<file path="src/rvPkg.sv">
`default_nettype none

package rvPkg;

	localparam int xlen = 32;
	localparam int regAddrW = 5;

	// supported opcode classes
	localparam logic [6:0] opR      = 7'b0110011;
	localparam logic [6:0] opImm    = 7'b0010011;
	localparam logic [6:0] opLoad   = 7'b0000011;
	localparam logic [6:0] opStore  = 7'b0100011;
	localparam logic [6:0] opBranch = 7'b1100011;

	// alu control, laid out as {funct7[5], funct3}
	typedef enum logic [3:0] {
		aluAdd = 4'b0000,
		aluSub = 4'b1000,
		aluSlt = 4'b0010,
		aluXor = 4'b0100,
		aluOr  = 4'b0110,
		aluAnd = 4'b0111
	} aluOp;

	typedef struct packed {
		logic [6:0]          funct7;
		logic [regAddrW-1:0] rs2;
		logic [regAddrW-1:0] rs1;
		logic [2:0]          funct3;
		logic [regAddrW-1:0] rd;
		logic [6:0]          opcode;
	} rFmtT;

	typedef struct packed {
		logic [11:0]         imm;
		logic [regAddrW-1:0] rs1;
		logic [2:0]          funct3;
		logic [regAddrW-1:0] rd;
		logic [6:0]          opcode;
	} iFmtT;

	// store and branch share this split immediate layout
	typedef struct packed {
		logic [6:0]          immHi;
		logic [regAddrW-1:0] rs2;
		logic [regAddrW-1:0] rs1;
		logic [2:0]          funct3;
		logic [4:0]          immLo;
		logic [6:0]          opcode;
	} sbFmtT;

	typedef union packed {
		rFmtT  rFmt;
		iFmtT  iFmt;
		sbFmtT sbFmt;
	} instWord;

endpackage

`default_nettype wire
</file>
<file path="src/immGen.sv">
`timescale 1ns/1ps
`default_nettype none

module immGen (
	input  rvPkg::instWord         inst,
	output logic [rvPkg::xlen-1:0] imm
);

	always_comb begin
		case (inst.iFmt.opcode)
			rvPkg::opImm, rvPkg::opLoad: begin
				imm = {{20{inst.iFmt.imm[11]}}, inst.iFmt.imm};
			end
			rvPkg::opStore: begin
				imm = {{20{inst.sbFmt.immHi[6]}}, inst.sbFmt.immHi, inst.sbFmt.immLo};
			end
			rvPkg::opBranch: begin
				// bit 11 of the offset sits in the low bit of immLo
				imm = {
					{19{inst.sbFmt.immHi[6]}},
					inst.sbFmt.immHi[6],
					inst.sbFmt.immLo[0],
					inst.sbFmt.immHi[5:0],
					inst.sbFmt.immLo[4:1],
					1'b0
				};
			end
			default: begin
				imm = '0;
			end
		endcase
	end

endmodule

`default_nettype wire

</file>
<file path="config.mk">
export PLATFORM = sky130hd
export DESIGN_NAME = immGen
export DESIGN_NICKNAME = d
export VERILOG_FILES = /design/src/rvPkg.sv /design/src/immGen.sv
export SDC_FILE = /design/constraint.sdc
export NUM_CORES = 1
export LEC_CHECK = 0
export ABC_CLOCK_PERIOD_IN_PS = 4550
export BUFFER_PORTS_ARGS = -buffer_cell sky130_fd_sc_hd__buf_2
export CORE_AREA = 2 2 39 41
export DETAILED_ROUTE_END_ITERATION = 10
export DIE_AREA = 0 0 41 43
export PLACE_DENSITY = 0.8
export REMOVE_ABC_BUFFERS = 1
export SYNTH_ARGS = -nofsm -noshare
export SYNTH_HDL_FRONTEND = slang
export SYNTH_SLANG_ARGS = --single-unit
</file>
<file path="constraint.sdc">
create_clock -name vclk -period 4.55
set_input_delay 0.455 -clock vclk [all_inputs]
set_output_delay 0.455 -clock vclk [all_outputs]
set_load 0.02 [all_outputs]
</file>
==> results.cfg <==
[cells_and_area]
multi_input_area_um2 = 201.4
final_layout_size_suffix_gt1_frac = 0.7143
area_growth_pct = 41.32
final_nets = 118
nClkBuffers = 0
final_area_um2 = 509.2
register_area_um2 = 0
seq_cell_count = 0
num_antenna_cells = 0
fin_util = 0.3680
fill_cells = 157

[pwr]
p_per_area_nw_per_um2 = 54.74
clock_power_share = 0
vdd_drop_max_mv = 0.01372
power_frac_seq = 0
p_sw_frac = 0.4857
p_leak_nw = 0.3173
combPwrFrac = 1.000
power.internal_uw = 14.34
p_sw_uw = 13.54

[place]
dp_hpwl_um = 799.6
place_area_um2 = 509.2
gp_congestion = 0.7243
place_ws_ns = 2.251
place.port_buffers = 56

[yosys]
syn_area_um2 = 360.3
synth_cells = 48
synthTopCellsByArea = buf_4 40%, nor3b_1 15%, nand3b_1 10%, a21oi_1 5.6%, or3b_1 4.9%
avgSynthCellArea_um2 = 7.507
yosysTopAreaCell = buf_4
yosysMostFrequentCell = buf_4
synthDistinctLibCells = 14
yosys_warnings = 0
synth_top_area_frac = 0.3958
yosys-top-cells-count = 19 x buf_4, 7 x nor3b_1, 5 x nand3b_1, 4 x a21oi_1
seq_area_frac_synth = 0

[status]
status = finished clean

[detailed_routing]
dr_total_vias = 434
wire_per_inst_um = 9.430
drt-pass1-iter-count = 1
wl_um = 943
initialDrtViolationCount = 0
avgViaCountPerCell = 4.340
ant_nets = 0
drc = 0

[timing]
clock.fmax_mhz = 441.1
hold_violations = 0
tightest_slew_ns = 0.5383
fin_ws_ns = 2.283
fin_crit_sh = 0.4983
finalSetupViolCount = 0
grt_setup_unrepaired = false
relSlewSlack = 0.6391
slew_viol_final = 0
fin_crit_ns = 2.267

[floorplanning]
die_h_um = 43
die_area_um2 = 1763
die_w_um = 41
io_pins = 64
coreArea_um2 = 1384
start_util = 0.2604
core.rowCount = 14

[global_routing]
antenna_found_initial = 0
grt_pass1_vias = 342
grt_util_all_layers = 0.09191
grt_max_degree = 21
grt_pass1_wl_um = 1214
grt-ovfl-total = 0

[critical_path]
cpLargestDelayFamily = simple AND/OR/NAND/NOR gates
path_class = primary input to output port
cp_common_cell = buf_2
cp_max_fo = 20
start_kind = primary input
end_kind = output port
cp_data_arrival_time_ns = 1.81
slowest_stage = nand4bb_1
critical_path_buf_inv_count = 3
path_cells = buf_2 -> nand4bb_1 -> nor3b_1 -> buf_4 -> buf_2
crit_required_ns = 4.09
slowest_delay_ns = 0.52
cp-startpoint = inst[2]

[clock_network]
hold_buffers = 0
post_cts_buffers = 0
cts.repair.resized = 0

[hold_path]
whs_endpoint = imm[0]
hold_path_depth = 3
min_from = inst[6]
hp-class = primary input to output port

[flow_run]
maxCapViolCount = 0
[layout make-up]
type                       count  area share
tap                           16     0.03931
multi-input combinational     27      0.3956
timing repair buffer          57      0.5651
[routing by layer]
metal	up-vias	global-route usage	wire, um
met1	182	0.09494	378
li1	224	-	-
met4	0	0	0
met2	28	0.1938	459
met3	0	0	104
met5	-	0	0
[layout by cell type (no fill, tap or decap), drive strengths merged]
cell type / netlist / final
nand3: 1 / 1
a211oi: 1 / 1
mux2: 1 / 1
nand4bb: 1 / 1
a221oi: 1 / 1
buf: 21 / 57
or3b: 4 / 4
nor3b: 7 / 7
a21oi: 4 / 4
nand3b: 5 / 5
nand2b: 2 / 2
[power by group through the flow]
| stage | sequential (mW) | clock (mW) | combinational (mW) |
|---|---|---|---|
| final | 0 | 0 | 0.0279 |
| after floorplan | 0 | 0 | 0.0123 |
| after global placement | 0 | 0 | 0.0273 |
| after CTS | 0 | 0 | 0.0282 |
| after global routing | 0 | 0 | 0.0308 |
| after detailed placement | 0 | 0 | 0.0281 |
[kinds of logic after synthesis]
group	share of synthesized area
AOI/OAI and AO/OA	0.1007
buffers and inverters	0.4410
muxes	0.03125
and+or+nand+nor	0.4271
[per-stage QoR]
| step | power, mW | std cells | setup TNS [ns] | hold slack (ns) |
|---|---|---|---|---|
| 2_1_floorplan | 0.01227 | 27 | -107.52 | 0.9924 |
| 3_5_place_dp | 0.02812 | 100 | 0 | 1.266 |
| 5_1_grt | 0.03080 | 100 | 0 | 1.277 |
| 6_report | 0.02787 | 100 | 0 | 1.265 |
| 4_1_cts | 0.02817 | 100 | 0 | 1.268 |
| 3_3_place_gp | 0.02726 | 100 | 0 | 1.265 |
[how the worst max path moves through the flow]
stage                     cells after the start       to
after detailed placement                      5  imm[16]
after floorplan                               2  imm[12]
after CTS                                     5  imm[16]
after global routing                          5  imm[30]
after global placement                        5  imm[12]
final                                         5  imm[29]
No activity file was read; power rests on OpenSTA's default activity.
