[src/rvPkg.sv]
`default_nettype none

package rvPkg;

	localparam int xlen = 32;
	localparam int regAddrW = 5;

	// supported opcode classes
	localparam logic [6:0] opR      = 7'b0110011;
	localparam logic [6:0] opImm    = 7'b0010011;
	localparam logic [6:0] opLoad   = 7'b0000011;
	localparam logic [6:0] opStore  = 7'b0100011;
	localparam logic [6:0] opBranch = 7'b1100011;

	// alu control, laid out as {funct7[5], funct3}
	typedef enum logic [3:0] {
		aluAdd = 4'b0000,
		aluSub = 4'b1000,
		aluSlt = 4'b0010,
		aluXor = 4'b0100,
		aluOr  = 4'b0110,
		aluAnd = 4'b0111
	} aluOp;

	typedef struct packed {
		logic [6:0]          funct7;
		logic [regAddrW-1:0] rs2;
		logic [regAddrW-1:0] rs1;
		logic [2:0]          funct3;
		logic [regAddrW-1:0] rd;
		logic [6:0]          opcode;
	} rFmtT;

	typedef struct packed {
		logic [11:0]         imm;
		logic [regAddrW-1:0] rs1;
		logic [2:0]          funct3;
		logic [regAddrW-1:0] rd;
		logic [6:0]          opcode;
	} iFmtT;

	// store and branch share this split immediate layout
	typedef struct packed {
		logic [6:0]          immHi;
		logic [regAddrW-1:0] rs2;
		logic [regAddrW-1:0] rs1;
		logic [2:0]          funct3;
		logic [4:0]          immLo;
		logic [6:0]          opcode;
	} sbFmtT;

	typedef union packed {
		rFmtT  rFmt;
		iFmtT  iFmt;
		sbFmtT sbFmt;
	} instWord;

endpackage

`default_nettype wire
[src/ctrlIf.sv]
`timescale 1ns/1ps
`default_nettype none

interface ctrlIf;

	logic        regWrite;
	// high selects the immediate as alu operand b
	logic        aluSrc;
	logic        memWrite;
	logic        memToReg;
	logic        branch;
	rvPkg::aluOp aluCtl;

	modport dec (
		output regWrite,
		output aluSrc,
		output memWrite,
		output memToReg,
		output branch,
		output aluCtl
	);

	modport dp (
		input regWrite,
		input aluSrc,
		input memWrite,
		input memToReg,
		input branch,
		input aluCtl
	);

endinterface

`default_nettype wire

[src/controller.sv]
`timescale 1ns/1ps
`default_nettype none

module controller (
	input rvPkg::instWord inst,
	ctrlIf.dec            ctl
);

	logic [6:0] opcode;
	logic [2:0] funct3;
	logic       funct7b5;

	assign opcode = inst.rFmt.opcode;
	assign funct3 = inst.rFmt.funct3;
	assign funct7b5 = inst.rFmt.funct7[5];

	always_comb begin
		// anything not matched below is a nop
		ctl.regWrite = 1'b0;
		ctl.aluSrc = 1'b0;
		ctl.memWrite = 1'b0;
		ctl.memToReg = 1'b0;
		ctl.branch = 1'b0;
		ctl.aluCtl = rvPkg::aluAdd;

		case (opcode)
			rvPkg::opR: begin
				ctl.regWrite = 1'b1;
				case ({funct7b5, funct3})
					4'b0000: ctl.aluCtl = rvPkg::aluAdd;
					4'b1000: ctl.aluCtl = rvPkg::aluSub;
					4'b0010: ctl.aluCtl = rvPkg::aluSlt;
					4'b0100: ctl.aluCtl = rvPkg::aluXor;
					4'b0110: ctl.aluCtl = rvPkg::aluOr;
					4'b0111: ctl.aluCtl = rvPkg::aluAnd;
					default: ctl.regWrite = 1'b0;
				endcase
			end
			rvPkg::opImm: begin
				// addi only
				ctl.regWrite = (funct3 == 3'b000);
				ctl.aluSrc = 1'b1;
			end
			rvPkg::opLoad: begin
				ctl.regWrite = 1'b1;
				ctl.aluSrc = 1'b1;
				ctl.memToReg = 1'b1;
			end
			rvPkg::opStore: begin
				ctl.aluSrc = 1'b1;
				ctl.memWrite = 1'b1;
			end
			rvPkg::opBranch: begin
				// beq compares by subtraction
				ctl.branch = (funct3 == 3'b000);
				ctl.aluCtl = rvPkg::aluSub;
			end
			default: begin
				ctl.regWrite = 1'b0;
			end
		endcase
	end

endmodule

`default_nettype wire

[src/flat_wrapper.sv]
// flat-port wrapper written by rule: the top's interface ports become plain ports
module controller_flat 
  (inst, ctl_regWrite, ctl_aluSrc, ctl_memWrite, ctl_memToReg, ctl_branch, ctl_aluCtl);
  ctrlIf ctl_i ();
  input rvPkg::instWord inst;
  output wire logic [$bits(ctl_i.regWrite)-1:0] ctl_regWrite;
  output wire logic [$bits(ctl_i.aluSrc)-1:0] ctl_aluSrc;
  output wire logic [$bits(ctl_i.memWrite)-1:0] ctl_memWrite;
  output wire logic [$bits(ctl_i.memToReg)-1:0] ctl_memToReg;
  output wire logic [$bits(ctl_i.branch)-1:0] ctl_branch;
  output wire logic [$bits(ctl_i.aluCtl)-1:0] ctl_aluCtl;
  assign ctl_regWrite = ctl_i.regWrite;
  assign ctl_aluSrc = ctl_i.aluSrc;
  assign ctl_memWrite = ctl_i.memWrite;
  assign ctl_memToReg = ctl_i.memToReg;
  assign ctl_branch = ctl_i.branch;
  assign ctl_aluCtl = ctl_i.aluCtl;
  controller u_core (.inst(inst), .ctl(ctl_i));
endmodule
[config.mk]
export PLATFORM = sky130hd
export DESIGN_NAME = controller_flat
export DESIGN_NICKNAME = d
export VERILOG_FILES = /design/src/rvPkg.sv /design/src/ctrlIf.sv /design/src/controller.sv /design/src/flat_wrapper.sv
export SDC_FILE = /design/constraint.sdc
export NUM_CORES = 1
export LEC_CHECK = 0
export ABC_AREA = 1
export BUFFER_PORTS_ARGS = -buffer_cell sky130_fd_sc_hd__buf_2
export CAP_MARGIN = 15
export CORE_AREA = 2 2 39 41
export DETAILED_ROUTE_END_ITERATION = 8
export DIE_AREA = 0 0 41 43
export PLACE_DENSITY_LB_ADDON = 0.08
export SYNTH_ARGS = -nofsm -noshare
export SYNTH_HDL_FRONTEND = slang
export SYNTH_SLANG_ARGS = --single-unit
[constraint.sdc]
create_clock -name vclk -period 0.99
set_clock_uncertainty 0.05 [all_clocks]
set_input_delay 0 -clock vclk [all_inputs]
set_output_delay 0 -clock vclk [all_outputs]
set_load 0.01 [all_outputs]
==> run metrics <==
result of the run=finished clean; critical path start-end classification=primary input to primary output; Final #Nets=between 100 and 150; routability congestion estimate from global placement=0.6592; switching power as a share of total power=around three fifths; max cap viols=0; final routed wire length divided by cell count=between 7 and 8 um; Leakage=approximately 0.21 nW; average via count per standard cell=3.882; share of cells above drive strength 1=42.03%; final total negative setup slack=0 ns; initial standard-cell utilization of the core=between 10% and 20%; fin crit period=0.7929 ns; critical path startpoint category=primary input; DRC=0; Hold Crit Endpoint=ctl_memWrite; count of antenna-violating nets left after detailed routing=0; Period Utilization, post-route=80.10%; average cell area after synthesis=between 4 and 5 um^2; setup violators final=0; die span in y=between 40 and 50 um; initial antenna violation count=0; post-CTS setup buffer count=0; total gr overflow=0; final number of hold-violating endpoints=0; largest net degree at the start of global routing=6; sequential cell area fraction in the yosys report=0%; sequential standard cell area=0 um^2; Row Count=14; quantity of hold-fixing buffers added after cts=0; Synth Warn #=0; total of buffers placed on input and output ports=20; maximum fanout along the worst path=4; Final Non-Filler Cells=85; GRT Total Usage=a little over 7%; number of global-route vias before repair=247; Worst Path Arrival=about 0.74 ns; switching component of the power=roughly 0.048 mW; Area Growth Syn to Fin=54.86%; Resize count post-CTS=0; kind of end point of the critical path=primary output; worst slew margin relative to its limit=89.58%; clock buffer instance count of the final layout=0; DR pass1 iterations=4; internal power=~0.033 mW; Max VDD drop=61.84 uV; class of the most critical hold timing path=primary input to primary output; Clk network pwr share=0%; standard cell core area=around 1400 um^2; Post-Place Cells=85; number of fill cells in the layout=180; actual transition at the worst max-transition pin=~0.15 ns; nets in the synthesized netlist=81; Cell Area, Synth=between 200 and 250 um^2; synthesized instance count=49; die area=1763 um^2; number of diodes=0; number of cells on the worst hold path=3; post-synth cell types=12; required arrival time at the worst endpoint=about 0.94 ns; achievable clock frequency=roughly 1300 MHz; initial detailed-routing violation count=2; Final Max Tran Viols=0; die extent in x=41 um; number of vias in the routed layout=330; sequential group share of total power=0%; number of top-level pins=41; Power Dens Cells=roughly 240 nW/um^2; routed wire length=roughly 600 um; first-pass GRT wire length=~950 um; HPWL after DPL=546.5 um; source of the worst hold timing path=inst[4]; seq_cells=0; RSZ-0062 raised after global routing=no; Combinational Power Share=between 90% and 100%
[placed cells by master (no fill, tap or decap)]
cell,synthesis,final
sky130_fd_sc_hd__inv_1,5,5
sky130_fd_sc_hd__o21ai_0,1,1
sky130_fd_sc_hd__nor2_1,11,11
sky130_fd_sc_hd__nand3_2,1,1
sky130_fd_sc_hd__nor2_2,2,2
sky130_fd_sc_hd__nand2_1,15,15
sky130_fd_sc_hd__nand3_1,5,5
sky130_fd_sc_hd__nand2_2,2,2
sky130_fd_sc_hd__nor2_4,1,1
sky130_fd_sc_hd__o21ai_1,1,1
sky130_fd_sc_hd__buf_2,0,20
sky130_fd_sc_hd__inv_2,3,3
sky130_fd_sc_hd__nor3_1,2,2
[per-stage QoR]
stage / hold WS, ns / area (um^2) / setup WS [ns] / power [mW] / util, %
2_1_floorplan: 0.004400 / 219.0 / 0.3925 / 0.04434 / -
3_3_place_gp: 0.2493 / 339.1 / 0.1934 / 0.08245 / 24.50
3_5_place_dp: 0.2461 / 339.1 / 0.1751 / 0.08190 / 24.50
4_1_cts: 0.2481 / 339.1 / 0.1752 / 0.08221 / 24.50
5_1_grt: 0.2704 / 339.1 / 0.06661 / 0.09259 / 24.50
6_report: 0.2478 / 339.1 / 0.1971 / 0.08086 / 24.50
[cell type report]
| class | count | area [um^2] | share of cell area (%) |
|---|---|---|---|
| Timing Repair Buffer | 20 | 100.1 | 29.52 |
| Tap cell | 16 | 20.02 | 5.904 |
| Multi-Input combinational cell | 41 | 188.9 | 55.72 |
| Inverter | 8 | 30.03 | 8.856 |
[routing by layer]
layer / GRT usage, % / vias up / part of all wire (%)
li1: - / 196 / -
met1: 11.08 / 122 / 47
met2: 11.25 / 12 / 44
met3: 0 / 0 / 8.2
met4: 0 / 0 / 0
met5: 0 / - / 0
[critical path, cell delays in order]
cell and delay (ns):
sky130_fd_sc_hd__buf_2 0.10, sky130_fd_sc_hd__inv_1 0.04, sky130_fd_sc_hd__nand2_1 0.05, sky130_fd_sc_hd__nor2_2 0.15, sky130_fd_sc_hd__nand3_1 0.12, sky130_fd_sc_hd__o21ai_1 0.14, sky130_fd_sc_hd__buf_2 0.14
[power groups by stage]
| stage | sequential, mW | combinational, mW | clock [mW] |
|---|---|---|---|
| finish | 0 | 0.0809 | 0 |
| global route | 0 | 0.0926 | 0 |
| CTS | 0 | 0.0822 | 0 |
| detailed placement | 0 | 0.0819 | 0 |
| global placement | 0 | 0.0824 | 0 |
| floorplan | 0 | 0.0443 | 0 |
[synth_stat cells, drive strengths merged]
library cell | n | area (um^2)
nand3 | 6 | 35.03
nor2 | 14 | 65.06
nand2 | 17 | 68.81
inv | 8 | 30.03
o21ai | 2 | 10.00
nor3 | 2 | 10.01
[worst max-delay path by stage]
stage               endpoint     from  slack, ns  cells past startpoint
2_1_floorplan   ctl_memWrite  inst[2]       0.39                      5
3_3_place_gp   ctl_aluCtl[3]  inst[2]       0.19                      7
3_5_place_dp   ctl_aluCtl[3]  inst[2]       0.18                      7
4_1_cts        ctl_aluCtl[3]  inst[2]       0.18                      7
5_1_grt        ctl_aluCtl[3]  inst[2]       0.07                      7
6_report       ctl_aluCtl[3]  inst[2]       0.20                      7
[cells by family after synthesis]
logic type / count (synthesis) / share of synthesized area (%)
AOI/OAI and AO/OA: 2 / 4.567
and+or+nand+nor: 39 / 81.71
buffers and inverters: 8 / 13.71
Note: power is estimated with default switching activity, not from simulation.
