**config.mk**
```make
export PLATFORM = sky130hd
export DESIGN_NAME = regFile_flat
export DESIGN_NICKNAME = d
export VERILOG_FILES = /design/src/rvPkg.sv /design/src/ctrlIf.sv /design/src/regFile.sv /design/src/flat_wrapper.sv
export SDC_FILE = /design/constraint.sdc
export NUM_CORES = 1
export LEC_CHECK = 0
export BUFFER_PORTS_ARGS = -buffer_cell sky130_fd_sc_hd__buf_4
export CORE_MARGIN = 2
export CORE_UTILIZATION = 45
export DETAILED_ROUTE_END_ITERATION = 8
export PLACE_DENSITY_LB_ADDON = 0.2
export SYNTH_ARGS = -nofsm -noshare
export SYNTH_HDL_FRONTEND = slang
export SYNTH_SLANG_ARGS = --single-unit
```
**constraint.sdc**
```tcl
create_clock -name clk -period 7.5 [get_ports clk]
set_input_delay 0 -clock clk [delete_from_list [all_inputs] [get_ports clk]]
set_output_delay 0 -clock clk [all_outputs]
set_load 0.02 [all_outputs]
```
**src/rvPkg.sv**
```systemverilog
`default_nettype none

package rvPkg;

	localparam int xlen = 32;
	localparam int regAddrW = 5;

	// supported opcode classes
	localparam logic [6:0] opR      = 7'b0110011;
	localparam logic [6:0] opImm    = 7'b0010011;
	localparam logic [6:0] opLoad   = 7'b0000011;
	localparam logic [6:0] opStore  = 7'b0100011;
	localparam logic [6:0] opBranch = 7'b1100011;

	// alu control, laid out as {funct7[5], funct3}
	typedef enum logic [3:0] {
		aluAdd = 4'b0000,
		aluSub = 4'b1000,
		aluSlt = 4'b0010,
		aluXor = 4'b0100,
		aluOr  = 4'b0110,
		aluAnd = 4'b0111
	} aluOp;

	typedef struct packed {
		logic [6:0]          funct7;
		logic [regAddrW-1:0] rs2;
		logic [regAddrW-1:0] rs1;
		logic [2:0]          funct3;
		logic [regAddrW-1:0] rd;
		logic [6:0]          opcode;
	} rFmtT;

	typedef struct packed {
		logic [11:0]         imm;
		logic [regAddrW-1:0] rs1;
		logic [2:0]          funct3;
		logic [regAddrW-1:0] rd;
		logic [6:0]          opcode;
	} iFmtT;

	// store and branch share this split immediate layout
	typedef struct packed {
		logic [6:0]          immHi;
		logic [regAddrW-1:0] rs2;
		logic [regAddrW-1:0] rs1;
		logic [2:0]          funct3;
		logic [4:0]          immLo;
		logic [6:0]          opcode;
	} sbFmtT;

	typedef union packed {
		rFmtT  rFmt;
		iFmtT  iFmt;
		sbFmtT sbFmt;
	} instWord;

endpackage

`default_nettype wire
```
**src/ctrlIf.sv**
```systemverilog
`timescale 1ns/1ps
`default_nettype none

interface ctrlIf;

	logic        regWrite;
	// high selects the immediate as alu operand b
	logic        aluSrc;
	logic        memWrite;
	logic        memToReg;
	logic        branch;
	rvPkg::aluOp aluCtl;

	modport dec (
		output regWrite,
		output aluSrc,
		output memWrite,
		output memToReg,
		output branch,
		output aluCtl
	);

	modport dp (
		input regWrite,
		input aluSrc,
		input memWrite,
		input memToReg,
		input branch,
		input aluCtl
	);

endinterface

`default_nettype wire

```
**src/regFile.sv**
```systemverilog
`timescale 1ns/1ps
`default_nettype none

module regFile (
	input  logic                       clk,
	ctrlIf.dp                          ctl,
	input  logic [rvPkg::regAddrW-1:0] rs1,
	input  logic [rvPkg::regAddrW-1:0] rs2,
	input  logic [rvPkg::regAddrW-1:0] rd,
	input  logic [rvPkg::xlen-1:0]     wdata,
	output logic [rvPkg::xlen-1:0]     rdata1,
	output logic [rvPkg::xlen-1:0]     rdata2
);

	localparam int numRegs = 1 << rvPkg::regAddrW;

	logic [rvPkg::xlen-1:0] regs [numRegs];

	// x0 is never written
	always_ff @(posedge clk) begin
		if (ctl.regWrite && (rd != '0)) begin
			regs[rd] <= wdata;
		end
	end

	assign rdata1 = (rs1 == '0) ? '0 : regs[rs1];
	assign rdata2 = (rs2 == '0) ? '0 : regs[rs2];

endmodule

`default_nettype wire

```
**src/flat_wrapper.sv**
```systemverilog
// flat-port wrapper written by rule: the top's interface ports become plain ports
module regFile_flat 
  (clk, rs1, rs2, rd, wdata, rdata1, rdata2, ctl_regWrite, ctl_aluSrc, ctl_memWrite, ctl_memToReg, ctl_branch, ctl_aluCtl);
  ctrlIf ctl_i ();
  input  logic clk;
  input  logic [rvPkg::regAddrW-1:0] rs1;
  input  logic [rvPkg::regAddrW-1:0] rs2;
  input  logic [rvPkg::regAddrW-1:0] rd;
  input  logic [rvPkg::xlen-1:0] wdata;
  output logic [rvPkg::xlen-1:0] rdata1;
  output logic [rvPkg::xlen-1:0] rdata2;
  input wire logic [$bits(ctl_i.regWrite)-1:0] ctl_regWrite;
  input wire logic [$bits(ctl_i.aluSrc)-1:0] ctl_aluSrc;
  input wire logic [$bits(ctl_i.memWrite)-1:0] ctl_memWrite;
  input wire logic [$bits(ctl_i.memToReg)-1:0] ctl_memToReg;
  input wire logic [$bits(ctl_i.branch)-1:0] ctl_branch;
  input wire logic [$bits(ctl_i.aluCtl)-1:0] ctl_aluCtl;
  assign ctl_i.regWrite = ctl_regWrite;
  assign ctl_i.aluSrc = ctl_aluSrc;
  assign ctl_i.memWrite = ctl_memWrite;
  assign ctl_i.memToReg = ctl_memToReg;
  assign ctl_i.branch = ctl_branch;
  assign ctl_i.aluCtl = ctl_aluCtl;
  regFile u_core (.clk(clk), .ctl(ctl_i), .rs1(rs1), .rs2(rs2), .rd(rd), .wdata(wdata), .rdata1(rdata1), .rdata2(rdata2));
endmodule
```
==> impl_metrics.tcl <==
set metrics [dict create \
    leakagePower_nw 17.0 \
    worstPathRequired_ns 7.50 \
    final_cell_area_um2 53600 \
    grt_first_pass_wirelength_um 210000 \
    remaining_drc_errors 0 \
    crit_path_end_kind "output port" \
    die_x_um 328 \
    start_kind "input port" \
    vias 27600 \
    setup_viol 0 \
    synth_cell_types 34 \
    relSlewSlack_pct 14.4 \
    finalCritPeriodShare_pct 51.8 \
    grt_antenna_before_repair 5 \
    cp-endpoint "rdata1[17]" \
    clk_pin_slew_ns 0.06 \
    cts.htree.levels 3 \
    hold_violations 0 \
    fin_setup_tns_ns 0 \
    ys_top_cells_by_area "edfxtp_1, mux4_2, mux2i_1" \
    via_per_inst 6.93 \
    placeableCoreArea_um2 104000 \
    cp.arrival_ns 3.89 \
    first_pass_iters 5 \
    cts_buffers 107 \
    drt_wl_total_um 149000 \
    drtAntennaViolNets 0 \
    post_cts_resized 0 \
    n_antenna_cell 0 \
    irDropWorstVdd_uv 206 \
    clock-sinks 1024 \
    regMostFlops "u_core.regs" \
    gp_congestion 0.833 \
    hold_path_class "in -> reg" \
    die-area_um2 108000 \
    synth_top_area_share_pct 65.0 \
    crit_fanout 41 \
    place_area_um2 49800 \
    rows 118 \
    overflow 0 \
    largest_reg_flops 1024 \
    synthToLayoutAreaGrowth_pct 13.3 \
    start_util_pct 45.5 \
    drt-initial-drc-count 4113 \
    cpMostUsedCell "buf_4" \
    finalCriticalPeriod_ns 3.89 \
    seq_area_frac_synth_pct 65.0 \
    fmax_ghz 0.257 \
    fill_cells 8236 \
    worstSetupPathType "in -> out" \
    cts_tree "done" \
    critPathLaunch "rs1[1]" \
    dp_hpwl_um 84600 \
    nNetsFinal 2574 \
    drv_cap 0 \
    synth_cells 2365 \
    ios 121 \
    grt_pass1_vias 28400 \
    synth-seq-cells 1024 \
    max_stage_delay_ns 1.09 \
    grt_max_degree 133 \
    syn_avg_cell_area_um2 20.0 \
    clock-root-buffer "clkbuf_16" \
    io_buffers 112 \
    worst_pin_slew_ns 1.28 \
    cts_buffer_depth 3 \
    wire_per_inst_um 37.3 \
    top_regs "u_core.regs: 1024 flops" \
    power_density_nw_per_um2 241 \
    worst_path_max_delay_cell "and2_2" \
    yosysWarnings 0 \
    crit_path_cell_trace "buf_4 -> buf_4 -> and2_2 -> a22oi_1 -> a31oi_1 -> buf_4" \
    syn_area_um2 47300 \
    drive_gt1_share_pct 33.0 \
    rsz0062_at_grt "false" \
    hold_ws_ns 0.0568 \
    finalMaxSlewViolations 0 \
    yosys.area.top_type "edfxtp_1" \
    run_status "completed" \
    die_y_um 328 \
    grt_usage_pct 27.7 \
]
-- power by group --
| group | internal (mW) | switching [mW] |
|---|---|---|
| clock | 3.08 | 2.24 |
| combinational | 0.481 | 0.731 |
| sequential | 6.38 | 0.0361 |
-- worst max-delay path, delay by kind of cell --
kind / cells / cell delay (ns)
AO/OA/AOI/OAI: 2 / 1.13
buffers and inverters: 3 / 1.63
AND/OR/NAND/NOR: 1 / 1.09
-- cell type report --
type	instances	area (um^2)	area share, %
tap	1380	1730	3.22
clock buffer	135	2830	5.27
timing repair buffer	214	1760	3.29
multi-input combinational	1168	15900	29.7
inverter	2	11.3	0.0210
clock inverter	64	652	1.22
sequential	1024	30700	57.3
-- cell usage in the layout, fill, tap and decap left out, types with 3 or more instances in the layout --
cell type	count
nor2_4	34
a31oi_1	32
clkinv_2	18
nand3b_1	5
o21ai_0	52
nand2_1	36
mux2i_1	192
dlygate4sd3_1	34
buf_12	3
clkinvlp_4	4
a221oi_1	47
a221o_1	32
clkinv_1	22
mux2_2	32
mux4_2	448
o2111ai_1	17
o21ai_1	27
clkbuf_1	26
bufinv_16	12
nor2b_1	32
buf_4	172
inv_6	4
a22oi_1	64
clkinv_4	3
nor2_1	6
a311oi_1	32
buf_8	4
nor2b_4	5
conb_1	32
edfxtp_1	1024
a211oi_1	32
clkbuf_16	109
-- logic make-up (layout without fill, tap and decap cells) --
group / after synthesis / count (layout) / share of synthesized area (%)
other cells: 1 / 32 / 0.00792
flops: 1024 / 1024 / 65.0
buf+inv: 204 / 415 / 2.33
compound gates: 335 / 335 / 5.23
mux: 672 / 672 / 26.1
simple gates: 129 / 129 / 1.33
-- what timing repair did --
| action | CTS | global route |
|---|---|---|
| hold buffers | 34 | 0 |
| endpoints found under the hold margin | 1027 | 0 |
| buffers inserted | 0 | 0 |
-- Yosys cell counts --
cell,n
a211oi_1,32
a221o_1,32
a221oi_1,47
a22oi_1,64
a311oi_1,32
a31oi_1,32
and2_1,2
and3b_1,1
buf_1,2
buf_12,4
buf_2,59
buf_4,28
buf_6,11
buf_8,1
clkbuf_1,97
conb_1,1
edfxtp_1,1024
inv_1,2
mux2_2,32
mux2i_1,192
mux4_2,448
nand2_1,36
nand2b_1,1
nand3_1,2
nand3b_1,5
nor2_1,40
nor2b_1,37
o2111ai_1,17
o21ai_0,52
o21ai_1,27
or2_2,1
or3_1,1
or3b_2,2
or4_1,1
-- how the worst min path moves through the flow --
stage / depth (start not counted) / startpoint / slack (ns) / to
after floorplan: 0 / wdata[0] / 0.1 / u_core.regs[0][0]
after global placement: 1 / wdata[1] / 0.40 / u_core.regs[0][1]
after detailed placement: 1 / wdata[2] / 0.41 / u_core.regs[3][2]
after CTS: 3 / rd[4] / 0.02 / u_core.regs[2][18]
after global routing: 3 / rd[4] / 0.05 / u_core.regs[2][20]
final: 3 / rd[3] / 0.06 / u_core.regs[2][20]
-- routing by layer --
| layer | vias up | wire, um | global-route usage [%] | share of wire (%) |
|---|---|---|---|---|
| li1 | 10700 | - | - | - |
| met3 | 308 | 15100 | 5.73 | 10 |
| met4 | 4 | 6090 | 10.7 | 4.1 |
| met2 | 1736 | 68900 | 42.6 | 46 |
| met1 | 14900 | 58600 | 39.0 | 39 |
| met5 | - | 24 | 0 | 0.016 |
-- metrics by stage --
stage	setup slack (ns)	cells	util [%]	power, mW
5_1_grt	3.50	3987	51.6	13.3
6_report	3.61	3987	51.6	12.9
2_1_floorplan	5.08	2396	-	7.24
3_3_place_gp	3.82	3754	47.9	7.71
4_1_cts	3.79	3987	51.6	13.0
3_5_place_dp	3.82	3754	47.9	7.73
Note: power is estimated with default switching activity, not from simulation.
