### src/rvPkg.sv
`default_nettype none

package rvPkg;

	localparam int xlen = 32;
	localparam int regAddrW = 5;

	// supported opcode classes
	localparam logic [6:0] opR      = 7'b0110011;
	localparam logic [6:0] opImm    = 7'b0010011;
	localparam logic [6:0] opLoad   = 7'b0000011;
	localparam logic [6:0] opStore  = 7'b0100011;
	localparam logic [6:0] opBranch = 7'b1100011;

	// alu control, laid out as {funct7[5], funct3}
	typedef enum logic [3:0] {
		aluAdd = 4'b0000,
		aluSub = 4'b1000,
		aluSlt = 4'b0010,
		aluXor = 4'b0100,
		aluOr  = 4'b0110,
		aluAnd = 4'b0111
	} aluOp;

	typedef struct packed {
		logic [6:0]          funct7;
		logic [regAddrW-1:0] rs2;
		logic [regAddrW-1:0] rs1;
		logic [2:0]          funct3;
		logic [regAddrW-1:0] rd;
		logic [6:0]          opcode;
	} rFmtT;

	typedef struct packed {
		logic [11:0]         imm;
		logic [regAddrW-1:0] rs1;
		logic [2:0]          funct3;
		logic [regAddrW-1:0] rd;
		logic [6:0]          opcode;
	} iFmtT;

	// store and branch share this split immediate layout
	typedef struct packed {
		logic [6:0]          immHi;
		logic [regAddrW-1:0] rs2;
		logic [regAddrW-1:0] rs1;
		logic [2:0]          funct3;
		logic [4:0]          immLo;
		logic [6:0]          opcode;
	} sbFmtT;

	typedef union packed {
		rFmtT  rFmt;
		iFmtT  iFmt;
		sbFmtT sbFmt;
	} instWord;

endpackage

`default_nettype wire
### src/ctrlIf.sv
`timescale 1ns/1ps
`default_nettype none

interface ctrlIf;

	logic        regWrite;
	// high selects the immediate as alu operand b
	logic        aluSrc;
	logic        memWrite;
	logic        memToReg;
	logic        branch;
	rvPkg::aluOp aluCtl;

	modport dec (
		output regWrite,
		output aluSrc,
		output memWrite,
		output memToReg,
		output branch,
		output aluCtl
	);

	modport dp (
		input regWrite,
		input aluSrc,
		input memWrite,
		input memToReg,
		input branch,
		input aluCtl
	);

endinterface

`default_nettype wire

### src/pcUnit.sv
`timescale 1ns/1ps
`default_nettype none

module pcUnit (
	input  logic                   clk,
	input  logic                   rstN,
	ctrlIf.dp                      ctl,
	input  logic                   zero,
	input  logic [rvPkg::xlen-1:0] imm,
	output logic [rvPkg::xlen-1:0] pc
);

	logic [rvPkg::xlen-1:0] pcPlus4;
	logic [rvPkg::xlen-1:0] pcBranch;
	logic [rvPkg::xlen-1:0] pcNext;
	logic                   pcSrc;

	assign pcPlus4 = pc + rvPkg::xlen'(4);
	assign pcBranch = pc + imm;

	// beq taken when operands compare equal
	assign pcSrc = ctl.branch & zero;
	assign pcNext = pcSrc ? pcBranch : pcPlus4;

	always_ff @(posedge clk) begin
		if (!rstN) begin
			pc <= '0;
		end else begin
			pc <= pcNext;
		end
	end

endmodule

`default_nettype wire

### src/flat_wrapper.sv
// flat-port wrapper written by rule: the top's interface ports become plain ports
module pcUnit_flat 
  (clk, rstN, zero, imm, pc, ctl_regWrite, ctl_aluSrc, ctl_memWrite, ctl_memToReg, ctl_branch, ctl_aluCtl);
  ctrlIf ctl_i ();
  input  logic clk;
  input  logic rstN;
  input  logic zero;
  input  logic [rvPkg::xlen-1:0] imm;
  output logic [rvPkg::xlen-1:0] pc;
  input wire logic [$bits(ctl_i.regWrite)-1:0] ctl_regWrite;
  input wire logic [$bits(ctl_i.aluSrc)-1:0] ctl_aluSrc;
  input wire logic [$bits(ctl_i.memWrite)-1:0] ctl_memWrite;
  input wire logic [$bits(ctl_i.memToReg)-1:0] ctl_memToReg;
  input wire logic [$bits(ctl_i.branch)-1:0] ctl_branch;
  input wire logic [$bits(ctl_i.aluCtl)-1:0] ctl_aluCtl;
  assign ctl_i.regWrite = ctl_regWrite;
  assign ctl_i.aluSrc = ctl_aluSrc;
  assign ctl_i.memWrite = ctl_memWrite;
  assign ctl_i.memToReg = ctl_memToReg;
  assign ctl_i.branch = ctl_branch;
  assign ctl_i.aluCtl = ctl_aluCtl;
  pcUnit u_core (.clk(clk), .rstN(rstN), .ctl(ctl_i), .zero(zero), .imm(imm), .pc(pc));
endmodule
### config.mk
export PLATFORM = sky130hd
export DESIGN_NAME = pcUnit_flat
export DESIGN_NICKNAME = d
export VERILOG_FILES = /design/src/rvPkg.sv /design/src/ctrlIf.sv /design/src/pcUnit.sv /design/src/flat_wrapper.sv
export SDC_FILE = /design/constraint.sdc
export NUM_CORES = 1
export LEC_CHECK = 0
export BUFFER_PORTS_ARGS = -buffer_cell sky130_fd_sc_hd__buf_2
export CORE_ASPECT_RATIO = 0.7
export CORE_MARGIN = 3
export CORE_UTILIZATION = 50
export CTS_CLUSTER_SIZE = 20
export DETAILED_ROUTE_END_ITERATION = 10
export PLACE_DENSITY = 0.78
export SYNTH_ARGS = -nofsm -noshare
export SYNTH_HDL_FRONTEND = slang
export SYNTH_SLANG_ARGS = --single-unit
### constraint.sdc
create_clock -name clk -period 2.6 [get_ports clk]
set_input_delay 0.26 -clock clk [delete_from_list [all_inputs] [get_ports clk]]
set_output_delay 0.26 -clock clk [all_outputs]
set_load 0.01 [all_outputs]
==> metrics.yaml <==
status: "finished clean"
portBuffers: 67
slew_violations: 0
synth_top_cell_by_area: "dfxtp_1"
synth_cells: 434
fill_cells: 587
slew_headroom_pct: 49.0
clkLatencyLatePin_ns: 0.29
cp.buffers_inverters: 0
track_usage_pct: 25.6
via_count: 3622
initial_core_util_pct: 52.5
grt-ovfl-total: 0
fmax_ghz: 0.399
crit_path_max_fanout: 6
hold_class: "input port to flip-flop"
critPathArrivalTime_ns: 2.73
core_area_um2: 6340
postSynth.asyncResetShare_pct: 0
crit_family: "compound AO/OA/AOI/OAI gates"
critPathKind: "flip-flop to flip-flop"
synth_top_area_share_pct: 19.3
worstHoldPathCells: 4
worstPathCellList: "ha_1 -> and4_2 -> nand2_1 -> a21o_1 -> a21o_1 -> a31o_2 -> o21a_1 -> o31ai_4 -> nand4b_1 -> o211ai_1"
worstRegToRegCells: 10
largest_reg_flops: 32
ys_top_cells_by_area: "dfxtp_1 (19%), ha_1 (12%), xor2_1 (7.1%)"
multi_input_area_um2: 2610
drive_gt1_share_pct: 24.4
crit_top_cell: "a21o_1"
io_pins: 76
grt_max_degree: 31
worst_pin_slew_ns: 0.765
finalHoldViolations: 0
yosysSeqAreaShare_pct: 19.3
dp_slack_ns: -0.0364
cts_max_path_buffers: 2
crit_cells: 10
postCtsSetupRepairBufs: 0
crit_path_max_incr_delay_ns: 0.38
drtIter0Drc: 344
stdcell_area_um2: 4020
regArea_um2: 643
cts_tree: "done"
yosys_warnings: 0
synth_seq_cells: 32
diodes: 0
fin_crit_sh_pct: 96.4
ys_types: 54
cts.sinks: 32
antenna_found_initial: 0
period_needed_ns: 2.51
largest_register: "u_core.pc"
fin_ws_ns: 0.0927
gp_congestion: 0.939
cts.reportedPaths.clkPinSlew_ns: 0.08
netlist_area_um2: 3330
ant_nets: 0
drv_cap: 0
critPathCaptureType: "flip-flop"
die-area_um2: 7680
area_growth_pct: 20.8
max-vdd-ir-drop_mv: 0.195
fin_nets: 589
syn-num-nets: 511
grt_pass1_wl_um: 15600
first_pass_iters: 6
root_buffer: "clkbuf_8"
cpMaxStageDelayCell: "ha_1"
skew_ns: 0.00909
reg_top3: "u_core.pc x32"
wirelength_um: 9840
power.leakage_nw: 1.93
required_ns: 2.82
die_x_um: 103
cts_hold_buf: 0
htreeDepth: 2
hpwl_um: 7620
first_global_vias: 3278
crit_path_start_kind: "flip-flop"
synth_edf_count: 0
via_per_inst: 6.01
synth-main-ff-cell: "dfxtp_1"
p_per_area_nw_per_um2: 440
avgSynthCellArea_um2: 7.66
cts_buffers: 5
post_dp_cell_area_um2: 3870
die_y_um: 74.2
num_rows: 24
drc_errors: 0
wl_per_cell_um: 16.3
final-setup-viol-count: 0
[layout make-up]
cell class / count / area share, %
multi-input combinational: 372 / 64.9
sequential: 32 / 16.0
timing repair buffer: 92 / 13.0
tap: 91 / 2.83
clock buffer: 7 / 2.40
inverter: 9 / 0.841
[worst register-to-register path, cell delays in order, from the launching register on]
cell and delay, ns:
dfxtp_1 0.34, ha_1 0.38, and4_2 0.29, nand2_1 0.06, a21o_1 0.17, a21o_1 0.22, a31o_2 0.25, o21a_1 0.26
o31ai_4 0.21, nand4b_1 0.13, o211ai_1 0.13
[power by group]
part | total, W | switching, W | internal [W]
Combinational | 0.000751 | 0.000425 | 0.000327
Sequential | 0.000581 | 0.0000483 | 0.000533
Clock | 0.000435 | 0.000199 | 0.000236
Total | 0.00177 | 0.000672 | 0.00110
[cell usage after synthesis (all sizes together) (2+ instances only)]
| master | number |
|---|---|
| nor2 | 42 |
| a211oi | 22 |
| a21oi | 40 |
| xnor2 | 24 |
| inv | 8 |
| clkbuf | 15 |
| dfxtp | 32 |
| mux2i | 4 |
| nor3 | 7 |
| nand3 | 23 |
| and4 | 6 |
| o31ai | 2 |
| nand4 | 11 |
| buf | 6 |
| nor2b | 2 |
| and3 | 10 |
| xor2 | 27 |
| a31oi | 5 |
| ha | 32 |
| o21a | 2 |
| and2 | 3 |
| o21ai | 21 |
| a21boi | 3 |
| o211ai | 4 |
| o21bai | 3 |
| nand2b | 4 |
| nand4b | 3 |
| a21o | 20 |
| nand2 | 36 |
| or3 | 2 |
[cell families after synthesis]
| group | share of synthesized area, % |
|---|---|
| xor gates and xnor gates | 13.4 |
| DFF | 19.3 |
| muxes | 1.20 |
| buffers and inverters | 3.76 |
| AOI/OAI and AO/OA | 26.3 |
| and+or+nand+nor | 23.4 |
| adders and majority gates | 12.6 |
[per-stage QoR]
stage,setup TNS (ns),total power (W),hold slack (ns),cells,utilization (%)
2_1_floorplan,0,0.00108,0.490,434,-
3_3_place_gp,0,0.00129,0.452,596,61.1
3_5_place_dp,-0.0364,0.00131,0.478,596,61.1
4_1_cts,0,0.00175,0.342,603,62.7
5_1_grt,-0.0199,0.00186,0.380,603,63.4
6_report,0,0.00177,0.338,603,63.4
[cell usage in the layout (no fill, tap or decap), drive strengths merged, types with 2 or more instances in the layout]
cell | synthesis | routed
and2 | 3 | 3
o21ai | 21 | 21
nor2 | 42 | 42
clkbuf | 15 | 7
buf | 6 | 92
nor2b | 2 | 2
o21a | 2 | 2
nand4 | 11 | 11
ha | 32 | 32
nand3 | 23 | 23
a21boi | 3 | 3
o21bai | 3 | 3
mux2i | 4 | 4
inv | 8 | 8
xor2 | 27 | 27
o31ai | 2 | 2
nand2b | 4 | 4
and3 | 10 | 10
and4 | 6 | 6
a31oi | 5 | 5
nand2 | 36 | 36
dfxtp | 32 | 32
a211oi | 22 | 22
nor3 | 7 | 7
o211ai | 4 | 4
or3 | 2 | 2
a21oi | 40 | 40
xnor2 | 24 | 24
a21o | 20 | 20
nand4b | 3 | 3
[path summary, 6_finish.rpt]
kind / startpoint / endpoint / slack [ns]
setup / recovery: u_core.pc[9]$_SDFF_PN0_ / u_core.pc[25]$_SDFF_PN0_ / 0.09
setup reg to reg: u_core.pc[9]$_SDFF_PN0_ / u_core.pc[25]$_SDFF_PN0_ / 0.09
hold / removal: imm[0] / u_core.pc[0]$_SDFFE_PN0P_ / 0.34
hold reg to reg: u_core.pc[31]$_SDFF_PN0_ / u_core.pc[31]$_SDFF_PN0_ / 0.49
[timing repair]
item | 4_1_cts | 5_1_grt
cloned | 0 | 0
hold endpoints to repair | 0 | 0
setup endpoints to repair | 1 | 6
pin swaps | 0 | 2
resized for setup | 1 | 16
[metal layers]
layer,share of wire (%),vias to the layer above,track usage (%)
met5,0,-,0
met4,0.90,0,5.46
met3,9.0,10,3.47
met2,41,196,39.1
met1,49,1665,38.4
li1,-,1751,-
(Power assumes the default switching activity.)
