$ cat config.mk
export PLATFORM = sky130hd
export DESIGN_NAME = dataMem_flat
export DESIGN_NICKNAME = d
export VERILOG_FILES = /design/src/rvPkg.sv /design/src/ctrlIf.sv /design/src/dataMem.sv /design/src/flat_wrapper.sv
export SDC_FILE = /design/constraint.sdc
export NUM_CORES = 2
export LEC_CHECK = 0
export ABC_AREA = 0
export BUFFER_PORTS_ARGS = -buffer_cell sky130_fd_sc_hd__buf_4
export CORE_UTILIZATION = 35
export CTS_CLUSTER_SIZE = 12
export DETAILED_ROUTE_END_ITERATION = 8
export PLACE_DENSITY_LB_ADDON = 0.15
export SLEW_MARGIN = 20
export SYNTH_ARGS = -nofsm -noshare
export SYNTH_HDL_FRONTEND = slang
export SYNTH_SLANG_ARGS = --single-unit
$ cat constraint.sdc
create_clock -name clk -period 4.6 [get_ports clk]
set_input_delay 0.46 -clock clk [delete_from_list [all_inputs] [get_ports clk]]
set_output_delay 0.46 -clock clk [all_outputs]
set_load 0.05 [all_outputs]
$ cat src/rvPkg.sv
`default_nettype none

package rvPkg;

	localparam int xlen = 32;
	localparam int regAddrW = 5;

	// supported opcode classes
	localparam logic [6:0] opR      = 7'b0110011;
	localparam logic [6:0] opImm    = 7'b0010011;
	localparam logic [6:0] opLoad   = 7'b0000011;
	localparam logic [6:0] opStore  = 7'b0100011;
	localparam logic [6:0] opBranch = 7'b1100011;

	// alu control, laid out as {funct7[5], funct3}
	typedef enum logic [3:0] {
		aluAdd = 4'b0000,
		aluSub = 4'b1000,
		aluSlt = 4'b0010,
		aluXor = 4'b0100,
		aluOr  = 4'b0110,
		aluAnd = 4'b0111
	} aluOp;

	typedef struct packed {
		logic [6:0]          funct7;
		logic [regAddrW-1:0] rs2;
		logic [regAddrW-1:0] rs1;
		logic [2:0]          funct3;
		logic [regAddrW-1:0] rd;
		logic [6:0]          opcode;
	} rFmtT;

	typedef struct packed {
		logic [11:0]         imm;
		logic [regAddrW-1:0] rs1;
		logic [2:0]          funct3;
		logic [regAddrW-1:0] rd;
		logic [6:0]          opcode;
	} iFmtT;

	// store and branch share this split immediate layout
	typedef struct packed {
		logic [6:0]          immHi;
		logic [regAddrW-1:0] rs2;
		logic [regAddrW-1:0] rs1;
		logic [2:0]          funct3;
		logic [4:0]          immLo;
		logic [6:0]          opcode;
	} sbFmtT;

	typedef union packed {
		rFmtT  rFmt;
		iFmtT  iFmt;
		sbFmtT sbFmt;
	} instWord;

endpackage

`default_nettype wire
$ cat src/ctrlIf.sv
`timescale 1ns/1ps
`default_nettype none

interface ctrlIf;

	logic        regWrite;
	// high selects the immediate as alu operand b
	logic        aluSrc;
	logic        memWrite;
	logic        memToReg;
	logic        branch;
	rvPkg::aluOp aluCtl;

	modport dec (
		output regWrite,
		output aluSrc,
		output memWrite,
		output memToReg,
		output branch,
		output aluCtl
	);

	modport dp (
		input regWrite,
		input aluSrc,
		input memWrite,
		input memToReg,
		input branch,
		input aluCtl
	);

endinterface

`default_nettype wire

$ cat src/dataMem.sv
`timescale 1ns/1ps
`default_nettype none

module dataMem #(
	parameter int memWords = 64
) (
	input  logic                   clk,
	ctrlIf.dp                      ctl,
	input  logic [rvPkg::xlen-1:0] addr,
	input  logic [rvPkg::xlen-1:0] wdata,
	output logic [rvPkg::xlen-1:0] rdata
);

	localparam int idxW = $clog2(memWords);

	logic [rvPkg::xlen-1:0] mem [memWords];
	logic [idxW-1:0]        idx;

	// word index above the byte offset, upper bits wrap
	assign idx = addr[idxW+1:2];

	always_ff @(posedge clk) begin
		if (ctl.memWrite) begin
			mem[idx] <= wdata;
		end
	end

	assign rdata = mem[idx];

endmodule

`default_nettype wire

$ cat src/flat_wrapper.sv
// flat-port wrapper written by rule: the top's interface ports become plain ports
module dataMem_flat 
#(
	parameter int memWords = 64
)
  (clk, addr, wdata, rdata, ctl_regWrite, ctl_aluSrc, ctl_memWrite, ctl_memToReg, ctl_branch, ctl_aluCtl);
  ctrlIf ctl_i ();
  input  logic clk;
  input  logic [rvPkg::xlen-1:0] addr;
  input  logic [rvPkg::xlen-1:0] wdata;
  output logic [rvPkg::xlen-1:0] rdata;
  input wire logic [$bits(ctl_i.regWrite)-1:0] ctl_regWrite;
  input wire logic [$bits(ctl_i.aluSrc)-1:0] ctl_aluSrc;
  input wire logic [$bits(ctl_i.memWrite)-1:0] ctl_memWrite;
  input wire logic [$bits(ctl_i.memToReg)-1:0] ctl_memToReg;
  input wire logic [$bits(ctl_i.branch)-1:0] ctl_branch;
  input wire logic [$bits(ctl_i.aluCtl)-1:0] ctl_aluCtl;
  assign ctl_i.regWrite = ctl_regWrite;
  assign ctl_i.aluSrc = ctl_aluSrc;
  assign ctl_i.memWrite = ctl_memWrite;
  assign ctl_i.memToReg = ctl_memToReg;
  assign ctl_i.branch = ctl_branch;
  assign ctl_i.aluCtl = ctl_aluCtl;
  dataMem #(.memWords(memWords)) u_core (.clk(clk), .ctl(ctl_i), .addr(addr), .wdata(wdata), .rdata(rdata));
endmodule
==> impl_table.tex <==
\begin{tabular}{lr}
\hline
Metric & Value \\
\hline
\multicolumn{2}{l}{\textbf{Drt}} \\
Count of antenna-violating nets left after detailed routing & 0 \\
Routed via count divided by cell count & 5.60 \\
Detailed-routing iteration count for the pre-antenna-repair pass & 6 \\
Remaining routing DRC violations & 0 \\
Avg WL per Cell & 29.9 microns \\
Total routed wirelength & 232000 microns \\
Number of DRC markers in iteration 0 & 4261 \\
Vias post-DR & 43500 \\
\multicolumn{2}{l}{\textbf{Floorplanning}} \\
Core Region & 0.222 sq mm \\
Height of the chip & 474 microns \\
Count of pins on the block boundary & 106 \\
Full die area & 0.225 sq mm \\
Number of placement rows & 173 \\
Die width & 474 microns \\
Initial Utilization & 35.2\% \\
\multicolumn{2}{l}{\textbf{Timing}} \\
Headroom to the max-slew limit & 39.5\% \\
Tmin final & 4.24 ns \\
Number of endpoints with negative hold slack in the final report & 0 \\
Worst slack on hold paths & 0.152 ns \\
Summed negative setup slack over all endpoints & 0 ns \\
Achievable clock frequency & 236 MHz \\
Final worst path period share & 92.3\% \\
Setup-violating endpoint count in the final report & 0 \\
Number of max-slew violations in the final report & 0 \\
Unrepaired setup endpoints after global routing & no \\
Slew at the pin closest to its max-slew limit & 0.908 ns \\
\multicolumn{2}{l}{\textbf{Global routing}} \\
Pin count of the biggest net entering global routing & 110 \\
Antenna violations before repair & 9 \\
Total GRT Usage & 20.4\% \\
Number of global-route vias before repair & 42800 \\
GRT overflow & 0 \\
Wire length of the first global-routing pass & 329000 microns \\
\multicolumn{2}{l}{\textbf{Layout}} \\
Area overhead of the layout relative to synthesis & 15.8\% \\
Number of nets in the layout & 4708 \\
Register with the highest flop count & u\_core.mem \\
Registers with the most flip-flops & u\_core.mem: 2048 flops \\
Share of cells above drive strength 1 & 17.4\% \\
Antenna Diode Count & 0 \\
Flip-flop count of the largest register, all copies and words added & 2048 \\
Number of inserted filler cells in the final layout & 20000 \\
\multicolumn{2}{l}{\textbf{Pwr}} \\
Largest voltage drop on the vdd net & 393 uV \\
Combinational group share of total power & 6.1\% \\
Sw power & 8.89 mW \\
Net Sw Frac & 22.8\% \\
Fraction of power consumed by the clock network & 40.7\% \\
Leakage power of the design & 28.2 nW \\
Int Pwr & 30.1 mW \\
Power density relative to cell area & 431 mW/mm\^{}2 \\
Relative contribution of sequential cells to total power & 53.1\% \\
\multicolumn{2}{l}{\textbf{Synth}} \\
Top cells by area, synth & edfxtp\_1 (79\%), a221oi\_1 (3.6\%), a22oi\_1 (2.6\%) \\
Number of synthesized flops with an enable pin & 2048 \\
Part of the Yosys area used for sequential elements & 78.8\% \\
Leading post-synthesis cells by instance count & edfxtp\_1 (2048), a221oi\_1 (322), a22oi\_1 (270), nor2\_1 (214), o21ai\_0 (188) \\
Asr flop ratio synth & 0\% \\
Yosys warnings & 0 \\
Proportion of netlist area held by the largest area contributor & 78.8\% \\
Most common cell in the netlist & edfxtp\_1 \\
Netlist area before placement & 0.0781 sq mm \\
Mean area per synthesized cell & 17.7 sq um \\
Synth Instances & 4412 \\
Most used flip-flop cell after synthesis & edfxtp\_1 \\
Count of distinct cell types in the synthesized netlist & 53 \\
\#FFs+latches synth & 2048 \\
Syn\_nets & 4486 \\
Leading area contributor after synthesis & edfxtp\_1 \\
\multicolumn{2}{l}{\textbf{Worst setup path}} \\
Largest fanout of any net on the critical path & 109 \\
Critical path start-end classification & in2out \\
Worst setup SP type & input pin \\
Launch point of the worst path & addr[4] \\
Arrival time reported for the critical path endpoint & 3.78 ns \\
CP Capture Type & output port \\
Required time of the worst setup path & 4.14 ns \\
\multicolumn{2}{l}{\textbf{Status}} \\
Run status & finished, final reports clean \\
\multicolumn{2}{l}{\textbf{Run}} \\
Max Cap Viol & 0 \\
\multicolumn{2}{l}{\textbf{Min path}} \\
Kind of path behind the tightest hold check & in2reg \\
Critical hold path startpoint & wdata[0] \\
Count of cells along the worst hold path & 1 \\
\multicolumn{2}{l}{\textbf{Placed design}} \\
Buffers on Ports & 71 \\
Detailed placer's ending HPWL & 133000 microns \\
Weighted congestion reported at the end of routability-driven placement & 0.797 \\
\multicolumn{2}{l}{\textbf{Clock tree}} \\
Post-CTS clock slew at the launch and capture registers of the worst setup and hold paths & 0.06 ns \\
CTS root buffer & clkbuf\_16 \\
Clock Sink Count & 2048 \\
Maximum count of clock buffers along a single path & 3 \\
Post-CTS Repair Setup Buffers & 0 \\
TritonCTS buffer count & 212 \\
Count of hold-fix buffers inserted at cts & 0 \\
Resized cells post-CTS & 0 \\
H-tree level count & 4 \\
Clock tree from TritonCTS & yes \\
\hline
\end{tabular}
path summary, 6_finish.rpt:
check	endpoint	slack, ns
hold / removal	u_core.mem[25][0]$_DFFE_PP_	0.15
setup / recovery	rdata[1]	0.36
kinds of logic (layout without fill, tap and decap cells):
logic type      Yosys count  count (layout)  synth area share [%]
compound gates         1250            1250                  11.6
mux                     320             320                  5.07
simple gates            454             454                  2.62
flops                  2048            2048                  78.8
buf+inv                 340             721                  1.95
cell usage in the layout (no fill, tap or decap), drive strengths merged, types with 19 or more instances in the layout:
cell,netlist,final
a21oi,148,148
o22a,25,25
mux4,52,52
edfxtp,2048,2048
a221oi,324,324
a22o,61,61
clkbuf,161,271
a211oi,27,27
nor2,215,215
nand2,93,93
buf,177,346
o211ai,19,19
o21ai,189,189
nand4,26,26
a22oi,270,270
o22ai,102,102
or4,19,19
nor3,46,46
mux2,82,82
mux2i,186,186
clkinv,0,93
power groups by stage:
stage	combinational (mW)	sequential [mW]	clock [mW]
floorplan	1.20	21.1	0
global placement	2.41	21.1	0
detailed placement	2.42	21.1	0
CTS	2.43	20.7	16.2
global route	2.54	20.7	16.9
finish	2.39	20.7	15.9
critical path, stage by stage:
cell,delay [ns]
buf_8,0.36
nor2_4,0.07
buf_12,0.25
a22oi_1,0.30
o32ai_1,0.12
nor3_1,0.70
o211ai_1,0.17
or4_1,0.77
buf_4,0.30
area by class of cell:
cell class,count,area (sq um),share of cell area [%]
Tap cell,2975,3720,4.12
Multi-Input combinational cell,2024,15600,17.3
Timing Repair Buffer,346,3300,3.64
Inverter,2,15.0,0.0166
Clock buffer,271,5590,6.18
Sequential cell,2048,61500,68.0
Clock inverter,102,692,0.765
stage by stage:
| step | util, % | cells | setup WS, ns | power [mW] | cell area (sq um) |
|---|---|---|---|---|---|
| after floorplan | - | 4412 | 0.888 | 22.3 | 78100 |
| after global placement | 37.9 | 7395 | 0.421 | 23.5 | 84100 |
| after detailed placement | 37.9 | 7395 | 0.435 | 23.5 | 84100 |
| after CTS | 40.8 | 7768 | 0.447 | 39.3 | 90400 |
| after global routing | 40.8 | 7768 | 0.338 | 40.2 | 90400 |
| final | 40.8 | 7768 | 0.356 | 38.9 | 90400 |
layer usage:
layer  global-route usage (%)  wire (microns)  vias up
met4                     4.19            4040        6
met2                     32.4          109000     1227
li1                         -               -    18800
met3                     2.99           12100      253
met1                     29.6          107000    23200
met5                        0              37        -
Note: power is estimated with default switching activity, not from simulation.
